==> src/hdl/cpu_pkg.sv <==
package cpu_pkg;

    localparam int IM_WORDS = 64;
    localparam int NREGS    = 8;
    localparam int DM_WORDS = 8;

    localparam logic [3:0] OP_ADD  = 4'h1;
    localparam logic [3:0] OP_SUB  = 4'h2;
    localparam logic [3:0] OP_ADDI = 4'h3;
    localparam logic [3:0] OP_LW   = 4'h4;
    localparam logic [3:0] OP_SW   = 4'h5;
    localparam logic [3:0] OP_HALT = 4'hf;  // All other codes retire as no-ops

    // Register form, rd = rs op rt
    typedef struct packed {
        logic [3:0]  op;
        logic [2:0]  rd;
        logic [2:0]  rs;
        logic [2:0]  rt;
        logic [18:0] unused;
    } instr_r_s;

    // Immediate form, imm is sign extended
    typedef struct packed {
        logic [3:0]  op;
        logic [2:0]  rd;
        logic [2:0]  rs;
        logic [5:0]  unused;
        logic [15:0] imm;
    } instr_i_s;

    typedef union packed {
        instr_r_s r;
        instr_i_s i;
    } instr_u;

    // Loader byte write into instruction memory
    typedef struct packed {
        logic       en;
        logic [7:0] addr;  // Byte address, little endian within a word
        logic [7:0] data;
    } im_wr_s;

    typedef struct packed {
        logic [2:0] rb_addr;
        logic [2:0] dm_addr;
    } dbg_rd_s;

endpackage

==> src/hdl/dbg_pkg.sv <==
package dbg_pkg;

    // UART bit time in system clocks
    localparam int CLKS_PER_BIT = 16;

    // PC, then the register file, then data memory
    localparam int DUMP_WORDS = 17;

    // Host commands
    localparam logic [7:0] CMD_LOAD = 8'h4c;  // 'L'
    localparam logic [7:0] CMD_STEP = 8'h53;  // 'S'
    localparam logic [7:0] CMD_RUN  = 8'h52;  // 'R'
    localparam logic [7:0] CMD_DUMP = 8'h44;  // 'D'

    // Replies
    localparam logic [7:0] RSP_OK   = 8'h4b;  // 'K'
    localparam logic [7:0] RSP_HALT = 8'h48;  // 'H'
    localparam logic [7:0] RSP_BAD  = 8'h3f;  // '?'

    typedef enum logic [2:0] {
        IDLE,
        LOAD_CNT,   // Waiting for the byte count
        LOAD_BYTE,
        STEP,       // Single execute cycle
        RUN,
        REPLY,      // One reply byte in flight
        DUMP
    } du_state_e;

endpackage
==> src/hdl/top.sv <==
`timescale 1ns/1ps

module top (
    input  logic               i_clock,
    input  logic               i_rst,
    input  logic               i_uart_rx,
    output logic               o_uart_tx,
    output logic               o_hlt,
    output dbg_pkg::du_state_e o_state
);
    import cpu_pkg::*;

    logic [7:0]  rx_data;
    logic        rx_done;
    logic [7:0]  tx_data;
    logic        tx_start;
    logic        tx_done;
    im_wr_s      im_wr;
    dbg_rd_s     dbg_rd;
    logic        exec;
    logic [31:0] pc;
    logic [31:0] rb_data;
    logic [31:0] dm_data;

    uart uart_1 (.i_clock(i_clock),
                 .i_rst(i_rst),
                 .i_rx(i_uart_rx),
                 .i_tx_data(tx_data),
                 .i_tx_start(tx_start),
                 .o_rx_data(rx_data),
                 .o_rx_done(rx_done),
                 .o_tx(o_uart_tx),
                 .o_tx_done(tx_done));

    debug_unit debug_unit_1 (.i_clock(i_clock),
                             .i_rst(i_rst),
                             .i_rx_data(rx_data),
                             .i_rx_done(rx_done),
                             .i_tx_done(tx_done),
                             .i_pc(pc),
                             .i_rb_data(rb_data),
                             .i_dm_data(dm_data),
                             .i_hlt(o_hlt),
                             .o_tx_data(tx_data),
                             .o_tx_start(tx_start),
                             .o_im_wr(im_wr),
                             .o_dbg_rd(dbg_rd),
                             .o_exec(exec),
                             .o_state(o_state));

    data_path data_path_1 (.i_clock(i_clock),
                           .i_rst(i_rst),
                           .i_im_wr(im_wr),
                           .i_exec(exec),  // Step or run enable
                           .i_dbg_rd(dbg_rd),
                           .o_pc(pc),
                           .o_rb_data(rb_data),
                           .o_dm_data(dm_data),
                           .o_hlt(o_hlt));

endmodule

==> src/hdl/data_path.sv <==
`timescale 1ns/1ps

module data_path (
    input  logic             i_clock,
    input  logic             i_rst,
    input  cpu_pkg::im_wr_s  i_im_wr,
    input  logic             i_exec,
    input  cpu_pkg::dbg_rd_s i_dbg_rd,
    output logic [31:0]      o_pc,
    output logic [31:0]      o_rb_data,
    output logic [31:0]      o_dm_data,
    output logic             o_hlt
);
    import cpu_pkg::*;

    logic [31:0] imem [IM_WORDS] = '{default: '0};  // Blank words retire as no-ops
    logic [31:0] regs [NREGS];
    logic [31:0] dmem [DM_WORDS];

    instr_u      instr;
    logic [31:0] rs_val;
    logic [31:0] rt_val;
    logic [31:0] rd_val;
    logic [31:0] imm_sx;
    logic [31:0] mem_addr;
    logic [31:0] wb_data;
    logic        wb_en;
    logic        dm_we;
    logic        commit;

    always_ff @(posedge i_clock) begin
        if (i_im_wr.en) begin
            imem[i_im_wr.addr[7:2]][i_im_wr.addr[1:0]*8 +: 8] <= i_im_wr.data;
        end
    end

    assign instr    = imem[o_pc[$clog2(IM_WORDS)-1:0]];
    assign o_hlt    = (instr.r.op == OP_HALT);
    assign rs_val   = regs[instr.r.rs];
    assign rt_val   = regs[instr.r.rt];
    assign rd_val   = regs[instr.i.rd];  // Store data for SW
    assign imm_sx   = {{16{instr.i.imm[15]}}, instr.i.imm};
    assign mem_addr = rs_val + imm_sx;
    assign commit   = i_exec && !o_hlt;

    always_comb begin
        wb_en   = 1'b0;
        wb_data = mem_addr;
        dm_we   = 1'b0;
        case (instr.r.op)
            OP_ADD: begin
                wb_en   = 1'b1;
                wb_data = rs_val + rt_val;
            end
            OP_SUB: begin
                wb_en   = 1'b1;
                wb_data = rs_val - rt_val;
            end
            OP_ADDI: wb_en = 1'b1;
            OP_LW: begin
                wb_en   = 1'b1;
                wb_data = dmem[mem_addr[$clog2(DM_WORDS)-1:0]];
            end
            OP_SW:   dm_we = 1'b1;
            default: wb_en = 1'b0;
        endcase
    end

    always_ff @(posedge i_clock) begin
        if (i_rst) begin
            o_pc <= '0;
            for (int k = 0; k < NREGS; k++) begin
                regs[k] <= '0;
            end
            for (int k = 0; k < DM_WORDS; k++) begin
                dmem[k] <= '0;
            end
        end else if (commit) begin
            o_pc <= o_pc + 32'd1;  // Word addressed
            if (wb_en) begin
                regs[instr.r.rd] <= wb_data;
            end
            if (dm_we) begin
                dmem[mem_addr[$clog2(DM_WORDS)-1:0]] <= rd_val;
            end
        end
    end

    assign o_rb_data = regs[i_dbg_rd.rb_addr];
    assign o_dm_data = dmem[i_dbg_rd.dm_addr];

endmodule

==> src/hdl/debug_unit.sv <==
`timescale 1ns/1ps

module debug_unit (
    input  logic               i_clock,
    input  logic               i_rst,
    input  logic [7:0]         i_rx_data,
    input  logic               i_rx_done,
    input  logic               i_tx_done,
    input  logic [31:0]        i_pc,
    input  logic [31:0]        i_rb_data,
    input  logic [31:0]        i_dm_data,
    input  logic               i_hlt,
    output logic [7:0]         o_tx_data,
    output logic               o_tx_start,
    output cpu_pkg::im_wr_s    o_im_wr,
    output cpu_pkg::dbg_rd_s   o_dbg_rd,
    output logic               o_exec,
    output dbg_pkg::du_state_e o_state
);
    import dbg_pkg::*;
    import cpu_pkg::*;

    du_state_e                     state;
    logic [7:0]                    byte_addr;
    logic [7:0]                    load_left;
    logic [$clog2(DUMP_WORDS)-1:0] word_idx;
    logic [1:0]                    byte_idx;
    logic                          dump_busy;  // Byte sent, waiting for tx_done
    logic [31:0]                   dump_word;
    logic [7:0]                    dump_byte;

    assign o_state = state;
    assign o_exec  = ((state == STEP) || (state == RUN)) && !i_hlt;

    // Word 0 is the PC, then registers, then data memory
    always_comb begin
        o_dbg_rd.rb_addr = 3'(word_idx - 1);
        o_dbg_rd.dm_addr = 3'(word_idx - (NREGS + 1));
        if (word_idx == 0) begin
            dump_word = i_pc;
        end else if (word_idx <= NREGS) begin
            dump_word = i_rb_data;
        end else begin
            dump_word = i_dm_data;
        end
    end

    assign dump_byte = dump_word[byte_idx*8 +: 8];  // Little endian

    always_ff @(posedge i_clock) begin
        if (i_rst) begin
            state      <= IDLE;
            o_tx_start <= 1'b0;
            o_im_wr.en <= 1'b0;
            byte_addr  <= '0;
            load_left  <= '0;
            word_idx   <= '0;
            byte_idx   <= '0;
            dump_busy  <= 1'b0;
        end else begin
            o_tx_start <= 1'b0;
            o_im_wr.en <= 1'b0;
            case (state)
                IDLE: begin
                    if (i_rx_done) begin
                        case (i_rx_data)
                            CMD_LOAD: begin
                                byte_addr <= '0;
                                state     <= LOAD_CNT;
                            end
                            CMD_STEP: state <= STEP;
                            CMD_RUN:  state <= RUN;
                            CMD_DUMP: begin
                                word_idx  <= '0;
                                byte_idx  <= '0;
                                dump_busy <= 1'b0;
                                state     <= DUMP;
                            end
                            default: begin
                                o_tx_data  <= RSP_BAD;
                                o_tx_start <= 1'b1;
                                state      <= REPLY;
                            end
                        endcase
                    end
                end
                LOAD_CNT: begin
                    if (i_rx_done) begin
                        load_left <= i_rx_data;
                        if (i_rx_data == 8'd0) begin  // Empty load
                            o_tx_data  <= RSP_OK;
                            o_tx_start <= 1'b1;
                            state      <= REPLY;
                        end else begin
                            state <= LOAD_BYTE;
                        end
                    end
                end
                LOAD_BYTE: begin
                    if (i_rx_done) begin
                        o_im_wr.en   <= 1'b1;
                        o_im_wr.addr <= byte_addr;
                        o_im_wr.data <= i_rx_data;
                        byte_addr    <= byte_addr + 1'b1;
                        load_left    <= load_left - 1'b1;
                        if (load_left == 8'd1) begin
                            o_tx_data  <= RSP_OK;
                            o_tx_start <= 1'b1;
                            state      <= REPLY;
                        end
                    end
                end
                STEP: begin
                    o_tx_data  <= RSP_OK;
                    o_tx_start <= 1'b1;
                    state      <= REPLY;
                end
                RUN: begin
                    if (i_hlt) begin
                        o_tx_data  <= RSP_HALT;
                        o_tx_start <= 1'b1;
                        state      <= REPLY;
                    end
                end
                REPLY: begin
                    if (i_tx_done) begin
                        state <= IDLE;
                    end
                end
                DUMP: begin
                    if (!dump_busy) begin
                        o_tx_data  <= dump_byte;
                        o_tx_start <= 1'b1;
                        dump_busy  <= 1'b1;
                    end else if (i_tx_done) begin
                        dump_busy <= 1'b0;
                        byte_idx  <= byte_idx + 1'b1;
                        if (byte_idx == 2'd3) begin
                            word_idx <= word_idx + 1'b1;
                            if (word_idx == DUMP_WORDS - 1) begin
                                state <= IDLE;
                            end
                        end
                    end
                end
                default: state <= IDLE;
            endcase
        end
    end

endmodule

==> src/hdl/uart.sv <==
`timescale 1ns/1ps

module uart (
    input  logic       i_clock,
    input  logic       i_rst,
    input  logic       i_rx,
    input  logic [7:0] i_tx_data,
    input  logic       i_tx_start,
    output logic [7:0] o_rx_data,
    output logic       o_rx_done,
    output logic       o_tx,
    output logic       o_tx_done
);
    import dbg_pkg::*;

    enum logic [1:0] {RX_IDLE, RX_START, RX_DATA, RX_STOP} rx_state;
    enum logic [1:0] {TX_IDLE, TX_START, TX_DATA, TX_STOP} tx_state;

    logic [2:0]                      rx_sync;  // Two sync stages and the previous sample
    logic [$clog2(CLKS_PER_BIT)-1:0] rx_cnt;
    logic [$clog2(CLKS_PER_BIT)-1:0] tx_cnt;
    logic [2:0]                      rx_bit;
    logic [2:0]                      tx_bit;
    logic [7:0]                      tx_shift;
    logic                            rx_s;
    logic                            rx_fall;
    logic                            rx_bit_end;
    logic                            tx_bit_end;

    assign rx_s       = rx_sync[1];
    assign rx_fall    = rx_sync[2] && !rx_sync[1];
    assign rx_bit_end = (rx_cnt == CLKS_PER_BIT - 1);
    assign tx_bit_end = (tx_cnt == CLKS_PER_BIT - 1);

    always_ff @(posedge i_clock) begin
        if (i_rst) begin
            rx_sync   <= '1;
            rx_state  <= RX_IDLE;
            rx_cnt    <= '0;
            rx_bit    <= '0;
            o_rx_done <= 1'b0;
        end else begin
            rx_sync   <= {rx_sync[1:0], i_rx};
            o_rx_done <= 1'b0;
            rx_cnt    <= rx_cnt + 1'b1;
            case (rx_state)
                RX_IDLE: begin
                    rx_cnt <= '0;
                    if (rx_fall) begin
                        rx_state <= RX_START;
                    end
                end
                RX_START: begin
                    if (rx_cnt == CLKS_PER_BIT / 2 - 1) begin  // Middle of start bit
                        rx_cnt   <= '0;
                        rx_bit   <= '0;
                        rx_state <= rx_s ? RX_IDLE : RX_DATA;  // Line back high, a glitch
                    end
                end
                RX_DATA: begin
                    if (rx_bit_end) begin
                        rx_cnt    <= '0;
                        o_rx_data <= {rx_s, o_rx_data[7:1]};  // LSB first
                        rx_bit    <= rx_bit + 1'b1;
                        if (rx_bit == 3'd7) begin
                            rx_state <= RX_STOP;
                        end
                    end
                end
                default: begin
                    if (rx_bit_end) begin
                        o_rx_done <= 1'b1;
                        rx_state  <= RX_IDLE;
                    end
                end
            endcase
        end
    end

    always_ff @(posedge i_clock) begin
        if (i_rst) begin
            tx_state  <= TX_IDLE;
            tx_cnt    <= '0;
            tx_bit    <= '0;
            o_tx      <= 1'b1;
            o_tx_done <= 1'b0;
        end else begin
            o_tx_done <= 1'b0;
            tx_cnt    <= tx_cnt + 1'b1;
            case (tx_state)
                TX_IDLE: begin
                    tx_cnt <= '0;
                    o_tx   <= 1'b1;
                    if (i_tx_start) begin
                        tx_shift <= i_tx_data;
                        o_tx     <= 1'b0;
                        tx_state <= TX_START;
                    end
                end
                TX_START: begin
                    if (tx_bit_end) begin
                        tx_cnt   <= '0;
                        tx_bit   <= '0;
                        o_tx     <= tx_shift[0];
                        tx_state <= TX_DATA;
                    end
                end
                TX_DATA: begin
                    if (tx_bit_end) begin
                        tx_cnt   <= '0;
                        tx_shift <= tx_shift >> 1;
                        tx_bit   <= tx_bit + 1'b1;
                        if (tx_bit == 3'd7) begin
                            o_tx     <= 1'b1;  // Stop bit
                            tx_state <= TX_STOP;
                        end else begin
                            o_tx <= tx_shift[1];
                        end
                    end
                end
                default: begin
                    if (tx_bit_end) begin
                        o_tx_done <= 1'b1;
                        tx_state  <= TX_IDLE;
                    end
                end
            endcase
        end
    end

endmodule

==> config.mk <==
export PLATFORM = sky130hd
export DESIGN_NAME = top
export DESIGN_NICKNAME = d
export VERILOG_FILES = /design/src/hdl/cpu_pkg.sv /design/src/hdl/dbg_pkg.sv /design/src/hdl/top.sv /design/src/hdl/data_path.sv /design/src/hdl/debug_unit.sv /design/src/hdl/uart.sv
export SDC_FILE = /design/constraint.sdc
export NUM_CORES = 2
export LEC_CHECK = 0
export ABC_AREA = 1
export BUFFER_PORTS_ARGS = -buffer_cell sky130_fd_sc_hd__clkbuf_2
export CORE_MARGIN = 5
export CORE_UTILIZATION = 40
export DETAILED_ROUTE_END_ITERATION = 7
export PLACE_DENSITY_LB_ADDON = 0.08
export SLEW_MARGIN = 20
export SYNTH_ARGS = -nofsm -noshare
export SYNTH_HDL_FRONTEND = slang
export SYNTH_HIERARCHICAL = 1
export SYNTH_SLANG_ARGS = --single-unit
==> constraint.sdc <==
create_clock -name i_clock -period 9.87 [get_ports i_clock]
set_clock_uncertainty 0.15 [all_clocks]
set_input_delay 0.987 -clock i_clock [delete_from_list [all_inputs] [get_ports i_clock]]
set_output_delay 0.987 -clock i_clock [all_outputs]
set_load 0.05 [all_outputs]
### Word-level counts from Yosys, hierarchy flattened

Memory sizes are Yosys's and may differ from the RTL's. A register that Yosys moved wholly into a read port is not among the register bits.
Cells that the tools add are included.

* output and inout bits: 5
* bits in writable memories: 2560
* register bits: 125
* logic and storage cells: 257
* input port bits: 3
* memories: 3

* shifts and indexed selects: 3
* equality and inequality tests: 51
* magnitude comparators: 1
* bitwise gates (word level): 2
* multiplexer cells: 114
* reductions and logical operators: 44
* $add $sub $neg: 15

Memory list
* data_path_1.imem: depth 64, width 32, rd ports 1, clocked after Yosys merged registers in 1, write ports 1, RTL line data_path.sv:16 `logic [31:0] imem [IM_WORDS] = '{default: '0};`
* data_path_1.dmem: depth 8, width 32, rd ports 2, clocked after Yosys merged registers in 0, write ports 8, RTL line data_path.sv:18 `logic [31:0] dmem [DM_WORDS];`
* data_path_1.regs: depth 8, width 32, rd ports 4, clocked after Yosys merged registers in 0, write ports 8, RTL line data_path.sv:17 `logic [31:0] regs [NREGS];`

Operators with widths (number)
* 2-to-1 mux 32 bit: 5
* 2-to-1 mux 8 bit: 15
* one-hot mux 32 bit (3 select lines): 1
* adder 32 bit: 2
* OR reduction 32 bit: 2
* 2-to-1 mux 3 bit: 17
* one-hot mux 8 bit (2 select lines): 3
* one-hot mux 8 bit (6 select lines): 1
* negator 5 -> 34 bit: 1
* variable shift 8 x 34 -> 32 bit (first input constant): 1
* indexed part select 8 x 34 -> 32 bit: 1
* 2-to-1 mux 1 bit: 33
* adder 32 x 1 -> 32 bit (second input constant): 1
* == test 8 x 7 -> 1 bit (second input constant): 4
* indexed part select 32 x 6 -> 8 bit: 1
* subtractor 32 bit: 1
* 2-to-1 mux 2 bit: 15
* != test 2 x 1 -> 1 bit (second input constant): 14
* 2-to-1 mux 5 bit: 5
* one-hot mux 3 bit (7 select lines): 1
* AND reduction 3 bit: 7
* AND reduction 10 bit: 2
* != test 2 bit (second input constant): 9
* 2-to-1 mux 17 bit: 1
* 47 further kinds: 87

### Depth between registers and ports, before layout

* depth in word-level cells: 9
* depth in mapped cells: 42

### By module

Netlist, hierarchy kept.

Modules (own cells, without submodules)
* data_path: cells each 10904, instances 1, area an instance 112759.4 um2
* debug_unit: cells each 575, instances 1, area an instance 3852.4 um2
* uart: cells each 195, instances 1, area an instance 1744.2 um2

### Least setup slack after synthesis

No wires, ideal clock.

* path kind: register to register
* from: reg with a tool-made name
* to: mem data_path_1.dmem[5][0] (enable)
* data required time: 9.331 ns
* slack: 4.008 ns
* arrival: 5.322 ns
* cell stages (with the launch flop): 28
* period minus slack after synthesis: 5.862 ns
* path through: dfxtp_1 buf_4 buf_6 buf_6 buf_2 buf_2 buf_2 buf_2 buf_2 buf_2 clkbuf_1 nor2_1 o22ai_1 nor2_1 o221ai_1 o211ai_1 nand2_1 ha_1 inv_1 fa_1 xnor2_1 inv_1 nor2_1 clkbuf_1 clkbuf_1 nand2_1 buf_2 nand2_1

RTL lines (RTL line)
* end, declared: data_path.sv:18

==> results_dict.tcl <==
set metrics [dict create \
    placementRows 199 \
    syn_to_final_growth_pct 10.0 \
    power_density_nw_per_um2 273 \
    synth_edf_count 2408 \
    arrival_ns 9.39 \
    grt.total_usage 0.267 \
    cts_root_buf "clkbuf_16" \
    worst_slew_margin_rel 0.209 \
    holdBufCountCts 0 \
    overflow 0 \
    fmax_ghz 0.111 \
    synth_fp_nets 11800 \
    ys_ff_latch 2499 \
    grt_pass1_wl_mm 610 \
    drive_gt1_frac 0.0698 \
    num-nets-final 11500 \
    die_h_um 554 \
    port_buffers 7 \
    drv_slew 0 \
    r2r-end "data_path_1/regs[2][28]" \
    path_clk_slew_ns 0.06 \
    worstHoldStart "i_uart_rx" \
    rr_worst_depth 34 \
    path_common_cell "nand2_1" \
    tightest_slew_ns 1.18 \
    gp_congestion 0.939 \
    hold-path-endpoint "uart_1/rx_sync[0]" \
    antenna_left 0 \
    cts_sinks 2499 \
    multi_input_area_um2 38400 \
    status "complete, no violations" \
    reg2reg_slack_ns 0.90 \
    maxCapViolations 0 \
    drc 0 \
    rsz0062_at_grt "no" \
    synthCells 11700 \
    cp-end-kind "flop" \
    drtIter0Drc 10800 \
    dr.pass1.iters 6 \
    final_core_util 0.442 \
    setup_violations 0 \
    clkPwrFrac 0.285 \
    regArea_um2 74200 \
    synth_seq_area_share 0.626 \
    fill_cells 27900 \
    clockBufferDepth 4 \
    critical-path-slowest-cell "dfxtp_4" \
    ys_types 69 \
    grt_pass1_vias 85100 \
    cts_resized 0 \
    vdd_drop_max_mv 0.310 \
    clk_latency_ns 0.92 \
    async_flop_share 0 \
    layout_commonest_cell "edfxtp_1" \
    die_w_um 554 \
    cp_max_fo 160 \
    avgSynthCellArea_um2 10.1 \
    ioPinCount 8 \
    cts_tree "done" \
    cp.required_ns 10.29 \
    grt_max_degree 195 \
    whs_path_depth 2 \
    cts_setup_buffers 0 \
    synth_ff_type "edfxtp_1" \
    setup_ws_ns 0.900 \
    cp-start-kind "flop" \
    cp_top_family "simple AND/OR/NAND/NOR gates" \
    core_um2 294000 \
    routed_wl_mm 427 \
    fin_crit_ns 8.97 \
    fin_tns_setup_ns 0 \
    fin_hold_ws_ns 0.208 \
    dieArea_um2 307000 \
    syn_area_um2 118000 \
    dp_slack_ns 1.11 \
    finalHoldViolations 0 \
    cpPeakStageDelay_ns 0.69 \
    num_vias 90800 \
    p_sw_mw 14.5 \
    crit_type "flop to flop" \
    p_sw_frac 0.408 \
    synth_warnings 6 \
    cts_inserted_buffers 285 \
    fin_crit_sh 0.909 \
    htree_levels 5 \
    routed_via_density 5.85 \
    pwr-share-comb 0.384 \
    hold_class "primary input to flop" \
    power_frac_seq 0.330 \
    internal_power_mw 21.0 \
    antenna_found_initial 18 \
    place_hpwl_mm 264 \
    p_leak_nw 45.5 \
    critPathBufInv 5 \
    start_util 0.402 \
    layout_common_cells "edfxtp_1 (2408), nor2_1 (2039), nand2_1 (1598)" \
    avgRoutedWirePerCell_um 27.5 \
]
==> sequential cells by signal (all words and copies together), names as in the netlist, 17 cells and up, named ones only <==
register	count
data_path_1/o_pc	32
data_path_1/dmem	256
data_path_1/regs	256
data_path_1/imem	1856
debug_unit_1/o_im_wr	17
==> routing by layer <==
| metal | routed length [um] | track usage | vias to the layer above |
|---|---|---|---|
| met1 | 183000 | 0.374 | 45200 |
| li1 | - | - | 40800 |
| met2 | 192000 | 0.417 | 3975 |
| met3 | 35000 | 0.0527 | 727 |
| met5 | 48 | 0 | - |
| met4 | 16100 | 0.0925 | 8 |
==> cells in the mapped netlist, drive strengths merged (85+ instances only) <==
cell | n | area, um^2
edfxtp | 2408 | 72300
nor2 | 2084 | 7950
nand2 | 1648 | 6280
o21ai | 1513 | 7600
nand3 | 799 | 4060
inv | 594 | 2240
a21oi | 481 | 2590
o22ai | 429 | 2680
clkbuf | 417 | 1570
buf | 382 | 2320
o211ai | 161 | 1220
nor3 | 98 | 741
ha | 93 | 1160
dfxtp | 91 | 1820
a31oi | 85 | 569
==> power by group through the flow <==
stage                     Combinational, mW  Sequential [mW]  Clock, mW
final                                  13.7             11.7       10.1
after global routing                   14.7             11.7       10.8
after CTS                              13.5             11.7       10.4
after detailed placement               13.5             12.0          0
after global placement                 13.5             12.0          0
after floorplan                        8.76             11.9          0
==> through the flow <==
| stage | total power [mW] | instances | cell area [um^2] |
|---|---|---|---|
| 2_1_floorplan | 20.7 | 11700 | 118000 |
| 3_3_place_gp | 25.5 | 15000 | 121000 |
| 3_5_place_dp | 25.4 | 15000 | 121000 |
| 4_1_cts | 35.6 | 15500 | 130000 |
| 5_1_grt | 37.2 | 15500 | 130000 |
| 6_report | 35.5 | 15500 | 130000 |
==> cells by family after synthesis <==
kind of cell | count (synthesis) | share of synthesized area
AOI/OAI and AO/OA | 2856 | 0.137
adders and majority gates | 95 | 0.0102
muxes | 26 | 0.00220
xor gates and xnor gates | 102 | 0.00755
buffers and inverters | 1399 | 0.0520
DFF | 2499 | 0.626
and+or+nand+nor | 4697 | 0.165
==> final cells by class <==
type,count,share of cell area
flip-flops and latches,2499,0.569
diodes,22,0.000423
well taps,3919,0.0377
multi-input cells,7776,0.295
clock inverters,142,0.00939
clock buffers,359,0.0579
inverters,600,0.0178
repair buffers,194,0.0125
==> worst register-to-register path: cells and delay by family (launching register included) <==
kind                       cells  cell delay (ns)
and+or+nand+nor               20             2.73
AOI/OAI and AO/OA              7             2.27
buffers and inverters          5             2.21
DFF                            1             0.69
adders and majority gates      1             0.31
xor gates and xnor gates       1             0.28
==> worst max path at each step <==
| stage | startpoint | to | slack (ns) | cells past startpoint |
|---|---|---|---|---|
| after floorplan | flop | data_path_1/dmem[5][0] | 4.01 | 27 |
| after global placement | flop | data_path_1/regs[6][28] | 1.23 | 34 |
| after detailed placement | flop | data_path_1/regs[2][28] | 1.11 | 33 |
| after CTS | flop | data_path_1/regs[2][28] | 1.03 | 34 |
| after global routing | flop | data_path_1/regs[0][22] | 0.42 | 32 |
| final | flop | data_path_1/regs[2][28] | 0.90 | 34 |
Power figures use the tool's default switching activity.
